File: config.mk
export PLATFORM = sky130hd
export DESIGN_NAME = exec_stage
export DESIGN_NICKNAME = d
export VERILOG_FILES = /design/src/design/exec_pkg.sv /design/src/design/exec_stage.sv /design/src/design/writeback_stage.sv /design/src/design/mem_request.sv /design/src/design/branch_unit.sv /design/src/design/alu.sv
export VERILOG_INCLUDE_DIRS = /design/src /design/src/design
export SDC_FILE = /design/constraint.sdc
export NUM_CORES = 1
export LEC_CHECK = 0
export BUFFER_PORTS_ARGS = -buffer_cell sky130_fd_sc_hd__buf_2
export CORE_MARGIN = 5
export CORE_UTILIZATION = 30
export CTS_CLUSTER_SIZE = 28
export DETAILED_ROUTE_END_ITERATION = 7
export GPL_TIMING_DRIVEN = 0
export HOLD_SLACK_MARGIN = 0.06
export SYNTH_ARGS = -nofsm -noshare
export SYNTH_HDL_FRONTEND = slang
export SYNTH_SLANG_ARGS = --single-unit
File: constraint.sdc
create_clock -name clk -period 6.62 [get_ports clk]
set_input_delay 0.662 -clock clk [delete_from_list [all_inputs] [get_ports clk]]
set_output_delay 0.662 -clock clk [all_outputs]
set_load 0.1 [all_outputs]
File: src/design/exec_macros.svh
// Widths and constants shared by the execute stage RTL
// BE_W is written as a literal and must be kept at XLEN/8 by hand
// Only RV32 is covered, so XLEN other than 32 is not supported
`ifndef EXEC_MACROS_SVH
`define EXEC_MACROS_SVH

// Data and address width
`define XLEN 32

// Register index width, 32 architectural registers
`define REG_ADDR_W 5

// One write enable per byte lane
`define BE_W 4

// Return address increments for jal and jalr
`define LINK_STEP_FULL 4

// Used when the jump came from a 16-bit encoding
`define LINK_STEP_COMPRESSED 2

`endif
File: src/design/exec_pkg.sv
// Decoded operations seen by the execute stage
// Only RV32I base operations are present, NOP is the bubble
`default_nettype none

package exec_pkg;

    ////////////////////////////////////////////////
    // Operation encoding
    ////////////////////////////////////////////////

    typedef enum logic [4:0] {
        // Bubble, writes nothing and never jumps
        NOP    = 5'd0,
        // Register and immediate arithmetic
        ADD,
        SUB,
        AND_OP,
        OR_OP,
        XOR_OP,
        SLL,
        SRL,
        SRA,
        SLT,
        SLTU,
        // Upper immediate forms
        LUI,
        AUIPC,
        // Unconditional jumps with link
        JAL,
        JALR,
        // Conditional branches
        BEQ,
        BNE,
        BLT,
        BLTU,
        BGE,
        BGEU,
        // Loads
        LB,
        LBU,
        LH,
        LHU,
        LW,
        // Stores
        SB,
        SH,
        SW
    } op_e;

endpackage

`default_nettype wire

File: src/design/exec_stage.sv
// Execute stage of the RV32I core
// Memory and jump outputs are combinational, writeback is one register stage
// The upstream stage holds its inputs while stall is high
`timescale 1ns/1ps
`default_nettype none

`include "exec_macros.svh"

module exec_stage (
    input  wire logic                   clk,
    input  wire logic                   reset_n,
    input  wire logic                   stall,
    input  wire exec_pkg::op_e          operation_i,
    input  wire logic [`XLEN-1:0]       pc_i,
    input  wire logic [`XLEN-1:0]       rs1_data_i,
    input  wire logic [`XLEN-1:0]       rs2_data_i,
    input  wire logic [`XLEN-1:0]       second_operand_i,
    input  wire logic [`XLEN-1:0]       jump_imm_target_i,
    input  wire logic [`REG_ADDR_W-1:0] rd_i,
    input  wire logic                   compressed_i,
    output logic      [`XLEN-1:0]       mem_address_o,
    output logic                        mem_read_enable_o,
    output logic      [`BE_W-1:0]       mem_write_enable_o,
    output logic      [`XLEN-1:0]       mem_write_data_o,
    output logic                        jump_o,
    output logic      [`XLEN-1:0]       jump_target_o,
    output logic      [`XLEN-1:0]       result_o,
    output logic      [`XLEN-1:0]       result_fwd_o,
    output logic      [`REG_ADDR_W-1:0] rd_o,
    output logic                        write_enable_o,
    output logic                        write_enable_fwd_o,
    output exec_pkg::op_e               operation_o
);

    logic [`XLEN-1:0] sum_result;
    logic [`XLEN-1:0] alu_result;
    logic             equal;
    logic             less_than;
    logic             less_than_unsigned;
    logic             greater_equal;
    logic             greater_equal_unsigned;

    alu alu_i (
        .operation_i              (operation_i),
        .pc_i                     (pc_i),
        .rs1_data_i               (rs1_data_i),
        .second_operand_i         (second_operand_i),
        .jump_imm_target_i        (jump_imm_target_i),
        .compressed_i             (compressed_i),
        .sum_result_o             (sum_result),
        .alu_result_o             (alu_result),
        .equal_o                  (equal),
        .less_than_o              (less_than),
        .less_than_unsigned_o     (less_than_unsigned),
        .greater_equal_o          (greater_equal),
        .greater_equal_unsigned_o (greater_equal_unsigned)
    );

    branch_unit branch_unit_i (
        .operation_i              (operation_i),
        .equal_i                  (equal),
        .less_than_i              (less_than),
        .less_than_unsigned_i     (less_than_unsigned),
        .greater_equal_i          (greater_equal),
        .greater_equal_unsigned_i (greater_equal_unsigned),
        .sum_result_i             (sum_result),
        .jump_imm_target_i        (jump_imm_target_i),
        .jump_o                   (jump_o),
        .jump_target_o            (jump_target_o)
    );

    mem_request mem_request_i (
        .operation_i        (operation_i),
        .sum_result_i       (sum_result),
        .rs2_data_i         (rs2_data_i),
        .mem_address_o      (mem_address_o),
        .mem_read_enable_o  (mem_read_enable_o),
        .mem_write_enable_o (mem_write_enable_o),
        .mem_write_data_o   (mem_write_data_o)
    );

    writeback_stage writeback_stage_i (
        .clk                (clk),
        .reset_n            (reset_n),
        .stall              (stall),
        .operation_i        (operation_i),
        .alu_result_i       (alu_result),
        .rd_i               (rd_i),
        .result_o           (result_o),
        .result_fwd_o       (result_fwd_o),
        .rd_o               (rd_o),
        .write_enable_o     (write_enable_o),
        .write_enable_fwd_o (write_enable_fwd_o),
        .operation_o        (operation_o)
    );

endmodule

`default_nettype wire

File: src/design/writeback_stage.sv
// Output registers of the execute stage with forwarding copies
// Registers hold while stall is high, forwarding keeps following inputs
`timescale 1ns/1ps
`default_nettype none

`include "exec_macros.svh"

module writeback_stage (
    input  wire logic                   clk,
    input  wire logic                   reset_n,
    input  wire logic                   stall,
    input  wire exec_pkg::op_e          operation_i,
    input  wire logic [`XLEN-1:0]       alu_result_i,
    input  wire logic [`REG_ADDR_W-1:0] rd_i,
    output logic      [`XLEN-1:0]       result_o,
    output logic      [`XLEN-1:0]       result_fwd_o,
    output logic      [`REG_ADDR_W-1:0] rd_o,
    output logic                        write_enable_o,
    output logic                        write_enable_fwd_o,
    output exec_pkg::op_e               operation_o
);

    logic write_enable;

    // Nothing to write for bubbles, stores, branches or x0
    always_comb begin
        unique case (operation_i)
            exec_pkg::NOP,
            exec_pkg::SB, exec_pkg::SH, exec_pkg::SW,
            exec_pkg::BEQ, exec_pkg::BNE,
            exec_pkg::BLT, exec_pkg::BLTU,
            exec_pkg::BGE, exec_pkg::BGEU: write_enable = 1'b0;
            default:                       write_enable = rd_i != '0;
        endcase
    end

    ////////////////////////////////////////////////
    // Stage registers
    ////////////////////////////////////////////////

    always_ff @(posedge clk or negedge reset_n) begin
        if (!reset_n) begin
            operation_o    <= exec_pkg::NOP;
            result_o       <= '0;
            rd_o           <= '0;
            write_enable_o <= 1'b0;
        end else if (!stall) begin
            operation_o    <= operation_i;
            result_o       <= alu_result_i;
            rd_o           <= rd_i;
            write_enable_o <= write_enable;
        end
    end

    // Same-cycle copies for the decode forwarding path
    assign result_fwd_o       = alu_result_i;
    assign write_enable_fwd_o = write_enable;

endmodule

`default_nettype wire

File: src/design/mem_request.sv
// Data memory request for loads and stores, purely combinational
// Address is word aligned, lane selection comes from the byte offset
// Misaligned halfwords and words are not detected
`timescale 1ns/1ps
`default_nettype none

`include "exec_macros.svh"

module mem_request (
    input  wire exec_pkg::op_e     operation_i,
    input  wire logic [`XLEN-1:0]  sum_result_i,
    input  wire logic [`XLEN-1:0]  rs2_data_i,
    output logic      [`XLEN-1:0]  mem_address_o,
    output logic                   mem_read_enable_o,
    output logic      [`BE_W-1:0]  mem_write_enable_o,
    output logic      [`XLEN-1:0]  mem_write_data_o
);

    assign mem_address_o = {sum_result_i[`XLEN-1:2], 2'b00};

    assign mem_read_enable_o = operation_i inside {
        exec_pkg::LB, exec_pkg::LBU, exec_pkg::LH, exec_pkg::LHU, exec_pkg::LW
    };

    ////////////////////////////////////////////////
    // Byte lanes
    ////////////////////////////////////////////////

    always_comb begin
        unique case (operation_i)
            // One lane picked by the byte offset
            exec_pkg::SB: mem_write_enable_o = `BE_W'(1) << sum_result_i[1:0];
            exec_pkg::SH: mem_write_enable_o = sum_result_i[1] ? 4'b1100 : 4'b0011;
            exec_pkg::SW: mem_write_enable_o = 4'b1111;
            default:      mem_write_enable_o = '0;
        endcase
    end

    // Data replicated so every lane carries the store value
    always_comb begin
        unique case (operation_i)
            exec_pkg::SB: mem_write_data_o = {4{rs2_data_i[7:0]}};
            exec_pkg::SH: mem_write_data_o = {2{rs2_data_i[15:0]}};
            default:      mem_write_data_o = rs2_data_i;
        endcase
    end

endmodule

`default_nettype wire

File: src/design/branch_unit.sv
// Branch decision and jump target, purely combinational
// No prediction, a taken branch or jump always raises jump_o
`timescale 1ns/1ps
`default_nettype none

`include "exec_macros.svh"

module branch_unit (
    input  wire exec_pkg::op_e     operation_i,
    input  wire logic              equal_i,
    input  wire logic              less_than_i,
    input  wire logic              less_than_unsigned_i,
    input  wire logic              greater_equal_i,
    input  wire logic              greater_equal_unsigned_i,
    input  wire logic [`XLEN-1:0]  sum_result_i,
    input  wire logic [`XLEN-1:0]  jump_imm_target_i,
    output logic                   jump_o,
    output logic      [`XLEN-1:0]  jump_target_o
);

    // Condition per branch type
    always_comb begin
        unique case (operation_i)
            exec_pkg::BEQ:  jump_o = equal_i;
            exec_pkg::BNE:  jump_o = !equal_i;
            exec_pkg::BLT:  jump_o = less_than_i;
            exec_pkg::BLTU: jump_o = less_than_unsigned_i;
            exec_pkg::BGE:  jump_o = greater_equal_i;
            exec_pkg::BGEU: jump_o = greater_equal_unsigned_i;
            exec_pkg::JAL,
            exec_pkg::JALR: jump_o = 1'b1;
            default:        jump_o = 1'b0;
        endcase
    end

    // jalr target is register based, LSB forced low
    always_comb begin
        if (operation_i == exec_pkg::JALR) begin
            jump_target_o = {sum_result_i[`XLEN-1:1], 1'b0};
        end else begin
            jump_target_o = jump_imm_target_i;
        end
    end

endmodule

`default_nettype wire

File: src/design/alu.sv
// Integer ALU of the execute stage, purely combinational
// Shift amounts use only the low 5 bits of the second operand
// auipc relies on jump_imm_target_i holding pc plus the immediate
`timescale 1ns/1ps
`default_nettype none

`include "exec_macros.svh"

module alu (
    input  wire exec_pkg::op_e     operation_i,
    input  wire logic [`XLEN-1:0]  pc_i,
    input  wire logic [`XLEN-1:0]  rs1_data_i,
    input  wire logic [`XLEN-1:0]  second_operand_i,
    input  wire logic [`XLEN-1:0]  jump_imm_target_i,
    input  wire logic              compressed_i,
    output logic      [`XLEN-1:0]  sum_result_o,
    output logic      [`XLEN-1:0]  alu_result_o,
    output logic                   equal_o,
    output logic                   less_than_o,
    output logic                   less_than_unsigned_o,
    output logic                   greater_equal_o,
    output logic                   greater_equal_unsigned_o
);

    logic [`XLEN-1:0] aux_a;
    logic [`XLEN-1:0] aux_b;
    logic [`XLEN-1:0] aux_result;
    logic             is_jump;

    ////////////////////////////////////////////////
    // Adders
    ////////////////////////////////////////////////

    // Primary adder also feeds memory address and jalr target
    assign sum_result_o = rs1_data_i + second_operand_i;

    assign is_jump = (operation_i == exec_pkg::JAL) || (operation_i == exec_pkg::JALR);

    // Second adder, link value for jumps or subtraction otherwise
    always_comb begin
        if (is_jump) begin
            aux_a = pc_i;
            aux_b = compressed_i ? `XLEN'(`LINK_STEP_COMPRESSED) : `XLEN'(`LINK_STEP_FULL);
        end else begin
            aux_a = rs1_data_i;
            aux_b = -second_operand_i;
        end
    end

    assign aux_result = aux_a + aux_b;

    ////////////////////////////////////////////////
    // Compare flags
    ////////////////////////////////////////////////

    assign equal_o                  = rs1_data_i == second_operand_i;
    assign less_than_o              = $signed(rs1_data_i) < $signed(second_operand_i);
    assign less_than_unsigned_o     = rs1_data_i < second_operand_i;
    assign greater_equal_o          = !less_than_o;
    assign greater_equal_unsigned_o = !less_than_unsigned_o;

    ////////////////////////////////////////////////
    // Result select
    ////////////////////////////////////////////////

    always_comb begin
        unique case (operation_i)
            exec_pkg::JAL,
            exec_pkg::JALR,
            exec_pkg::SUB:    alu_result_o = aux_result;
            exec_pkg::AND_OP: alu_result_o = rs1_data_i & second_operand_i;
            exec_pkg::OR_OP:  alu_result_o = rs1_data_i | second_operand_i;
            exec_pkg::XOR_OP: alu_result_o = rs1_data_i ^ second_operand_i;
            exec_pkg::SLL:    alu_result_o = rs1_data_i << second_operand_i[4:0];
            exec_pkg::SRL:    alu_result_o = rs1_data_i >> second_operand_i[4:0];
            exec_pkg::SRA:    alu_result_o = $signed(rs1_data_i) >>> second_operand_i[4:0];
            exec_pkg::SLT:    alu_result_o = {{(`XLEN-1){1'b0}}, less_than_o};
            exec_pkg::SLTU:   alu_result_o = {{(`XLEN-1){1'b0}}, less_than_unsigned_o};
            // Decode already placed the shifted immediate here
            exec_pkg::LUI:    alu_result_o = second_operand_i;
            exec_pkg::AUIPC:  alu_result_o = jump_imm_target_i;
            // ADD, loads, stores and branches
            default:          alu_result_o = sum_result_o;
        endcase
    end

endmodule

`default_nettype wire

==> impl_metrics.csv <==
group,metric,value,unit
run_status,outcome,"finished clean",
clock_tree,cts_root_buf,"clkbuf_16",
timing,fin_ws,0.159,ns
synthesis,synthCells,1876,
power_and_ir_drop,clockPowerShare,8.6,%
synthesis,yosysTopAreaCell,"ha_1",
synthesis,synth_area_leaders,"ha_1 (12%), mux4_2 (12%), dfrtp_1 (7.9%)",
detailed_routing,post_drt_wl_per_cell,31.8,µm
clock_tree,max-clock-path-buffers,2,
floorplanning,die_h,223,µm
global_route,gr-total-overflow,0,
layout,drive_gt1_share,27.2,%
timing,rsz0062_at_grt,"no",
layout,area_delta_synth_final,22.8,%
setup_path,worstSetupPathType,"in -> out",
synthesis,synth_ff_type,"dfrtp_1",
global_route,grt_pass1_vias,17300,
clock_tree,path_clk_slew,0.07,ns
placed_design,port_buffers,347,
clock_tree,cts_tree,"done",
power_and_ir_drop,power_switching_share,68.6,%
timing,skew,0,ns
setup_path,critPathMaxFanout,14,
timing,drv_slew,0,
timing,setup_viol,0,
floorplanning,core,45200,µm²
power_and_ir_drop,ir_drop,224,µV
timing,maxSlewHeadroom,18.8,%
setup_path,critPathLaunchType,"input pin",
timing,worst_pin_slew,1.22,ns
layout,nets,2539,
power_and_ir_drop,pwr_density_cell,201,nW/µm²
synthesis,synth-edff-count,0,
setup_path,crit_path_end_kind,"primary output",
detailed_routing,first_pass_iters,7,
setup_path,worstPathRequired,5.96,ns
layout,post-route-util,37.1,%
synthesis,async_flop_share,100,%
synthesis,yosys_warnings,0,
floorplanning,io_pins,352,
detailed_routing,drt_iter0_markers,2164,
global_route,grt_first_pass_wirelength,126000,µm
synthesis,syn_area,13700,µm²
global_route,grt_usage,34.2,%
clock_tree,cts_sinks,43,
timing,period_needed,6.46,ns
layout,finalInstanceArea,16800,µm²
global_route,antenna_found_initial,5,
clock_tree,clkLatencyLatePin,0.31,ns
placed_design,post-place-ws,-1.49,ns
detailed_routing,drcViolationCount,0,
clock_tree,htree_levels,2,
floorplanning,start_util,30.2,%
detailed_routing,top_layer,"met5",
detailed_routing,wl_met3,9380,µm
detailed_routing,wl_met1,36300,µm
power_and_ir_drop,p_seq_share,10.0,%
synthesis,synth_area_per_cell,7.29,µm²
power_and_ir_drop,leakagePower,7.38,nW
layout,fill_cells,4907,
power_and_ir_drop,p_comb_share,81.4,%
timing,timing.fmax,0.155,GHz
timing,finalHoldViolCount,0,
power_and_ir_drop,internal_power,1.06,mW
synthesis,synth.distinct_cells,84,
setup_path,arrival,5.80,ns
power_and_ir_drop,p_sw,2.31,mW
floorplanning,dieArea,49900,µm²
hold_path,hp-class,"reg -> reg",
synthesis,synth.top_cell.area_share,11.8,%
clock_tree,cts_made_buffers,5,
placed_design,place_area,16200,µm²
global_route,grt_max_degree,44,
synthesis,ys_seq_area_share,7.87,%
run,cap_violations,0,
floorplanning,die_w,223,µm
detailed_routing,met2_length,38600,µm
detailed_routing,viasPerCell,6.40,
detailed_routing,ant_nets,0,
timing,period_share,97.6,%
detailed_routing,routed_wl,90200,µm
placed_design,gp_congestion,1.08,
floorplanning,rows,78,
synthesis,synth-seq-cells,43,
detailed_routing,vias,18200,
placed_design,dpl.hpwl,73400,µm
==> cell families (layout without fill, tap and decap cells) <==
kind of cell	count (synthesis)	count (layout)	synth area share, %
mux	175	175	19.8
flops	43	43	7.87
buf+inv	259	617	7.75
fa+ha+maj	131	131	12.1
simple gates	655	655	21.6
compound gates	543	543	26.5
other cells	1	3	0.0274
xor+xnor	69	69	4.42
==> Yosys cell counts (13+ instances only) <==
master,number
o21bai_1,14
nand3_1,45
inv_1,102
nand2_1,244
o21a_1,16
buf_4,14
a211oi_1,18
nor4_1,15
o31ai_1,17
nand4_1,20
mux2_2,58
o211ai_1,20
ha_1,129
a21oi_1,129
a31oi_1,14
mux4_2,70
buf_1,16
nor3_1,43
and3_1,13
a22oi_1,21
o21ai_0,134
mux2i_1,47
a221oi_1,24
buf_2,16
a21o_1,27
clkbuf_1,108
xnor2_1,52
xor2_1,17
dfrtp_1,43
nor2_1,198
nor2b_1,15
==> critical path: stages <==
cell and delay [ns]:
buf_2 0.13, buf_6 0.18, inv_2 0.10, buf_12 0.16, ha_2 0.22, or4b_4 0.50
or2_4 0.32, or4_4 0.44, nor2_4 0.19, nand2_4 0.11, nor3_2 0.17, xnor2_1 0.13
nor2_1 0.06, ha_2 0.44, nand3_1 0.13, or2_2 0.32, o221ai_2 0.31, nor4_1 0.08
a41o_1 0.26, nor4_4 0.42, nor2_1 0.14, clkbuf_4 0.30
==> per-stage QoR <==
stage	instances	hold WS, ns	TNS, ns	total power [mW]
after floorplan	1877	0.366	-0.123	2.30
after global placement	2824	0.466	-21.62	2.97
after detailed placement	2826	0.469	-21.45	2.98
final	2836	0.486	0	3.37
after global routing	2836	0.517	0	3.47
after CTS	2831	0.486	-0.00807	3.30
==> cells in the final DEF, fill, tap and decap left out, drive strengths merged, types with 52 or more instances in the layout <==
| cell type | instances |
|---|---|
| a21oi | 129 |
| buf | 399 |
| clkbuf | 112 |
| ha | 129 |
| inv | 103 |
| mux2 | 58 |
| mux4 | 70 |
| nand2 | 244 |
| nor2 | 199 |
| o21ai | 134 |
| xnor2 | 52 |
==> what timing repair did <==
item	CTS	global route
endpoints found under the hold margin	0	0
setup endpoints to repair	42	27
setup buffers	1	9
resized for setup	59	41
pin swaps	6	14
hold buffers	0	0
==> worst paths after layout <==
check                                                   end  slack, ns                        startpoint  cells past startpoint
max                                        result_fwd_o[21]       0.16               second_operand_i[0]                     22
min                          writeback_stage_i.result_o[21]       0.49    writeback_stage_i.result_o[21]                      2
max reg2reg                writeback_stage_i.operation_o[1]       5.79  writeback_stage_i.operation_o[1]                      1
min reg2reg                  writeback_stage_i.result_o[21]       0.49    writeback_stage_i.result_o[21]                      2
max in group asynchronous  writeback_stage_i.operation_o[1]       5.32                           reset_n                      1
min in group asynchronous    writeback_stage_i.result_o[20]       0.56                           reset_n                      1
==> layer usage <==
metal | track usage, % | vias up
met4 | 17.0 | 2
met2 | 53.3 | 1419
met3 | 6.14 | 284
met5 | 0 | -
li1 | - | 7627
met1 | 45.4 | 8819
==> cell type report <==
cell class	count	area [µm²]	share of cell area (%)
inverter	103	390	2.33
timing repair buffer	359	1900	11.3
multi-input combinational	1575	11900	70.6
tap	600	751	4.47
clock buffer	5	125	0.746
antenna	1	2.50	0.0149
clock inverter	3	23.8	0.142
sequential	43	1080	6.41
buffer	147	662	3.94
==> flip-flops by register name, indices dropped and copies added (netlist names) <==
| register | count |
|---|---|
| writeback_stage_i.operation_o | 5 |
| writeback_stage_i.rd_o | 5 |
| writeback_stage_i.write_enable_o | 1 |
| writeback_stage_i.result_o | 32 |
==> power groups by stage <==
stage / clock, mW / combinational (mW) / sequential [mW]
CTS: 0.290 / 2.68 / 0.336
floorplan: 0 / 1.59 / 0.704
global route: 0.298 / 2.83 / 0.342
detailed placement: 0 / 2.64 / 0.341
finish: 0.291 / 2.75 / 0.336
global placement: 0 / 2.63 / 0.339
Power figures use the tool's default switching activity.
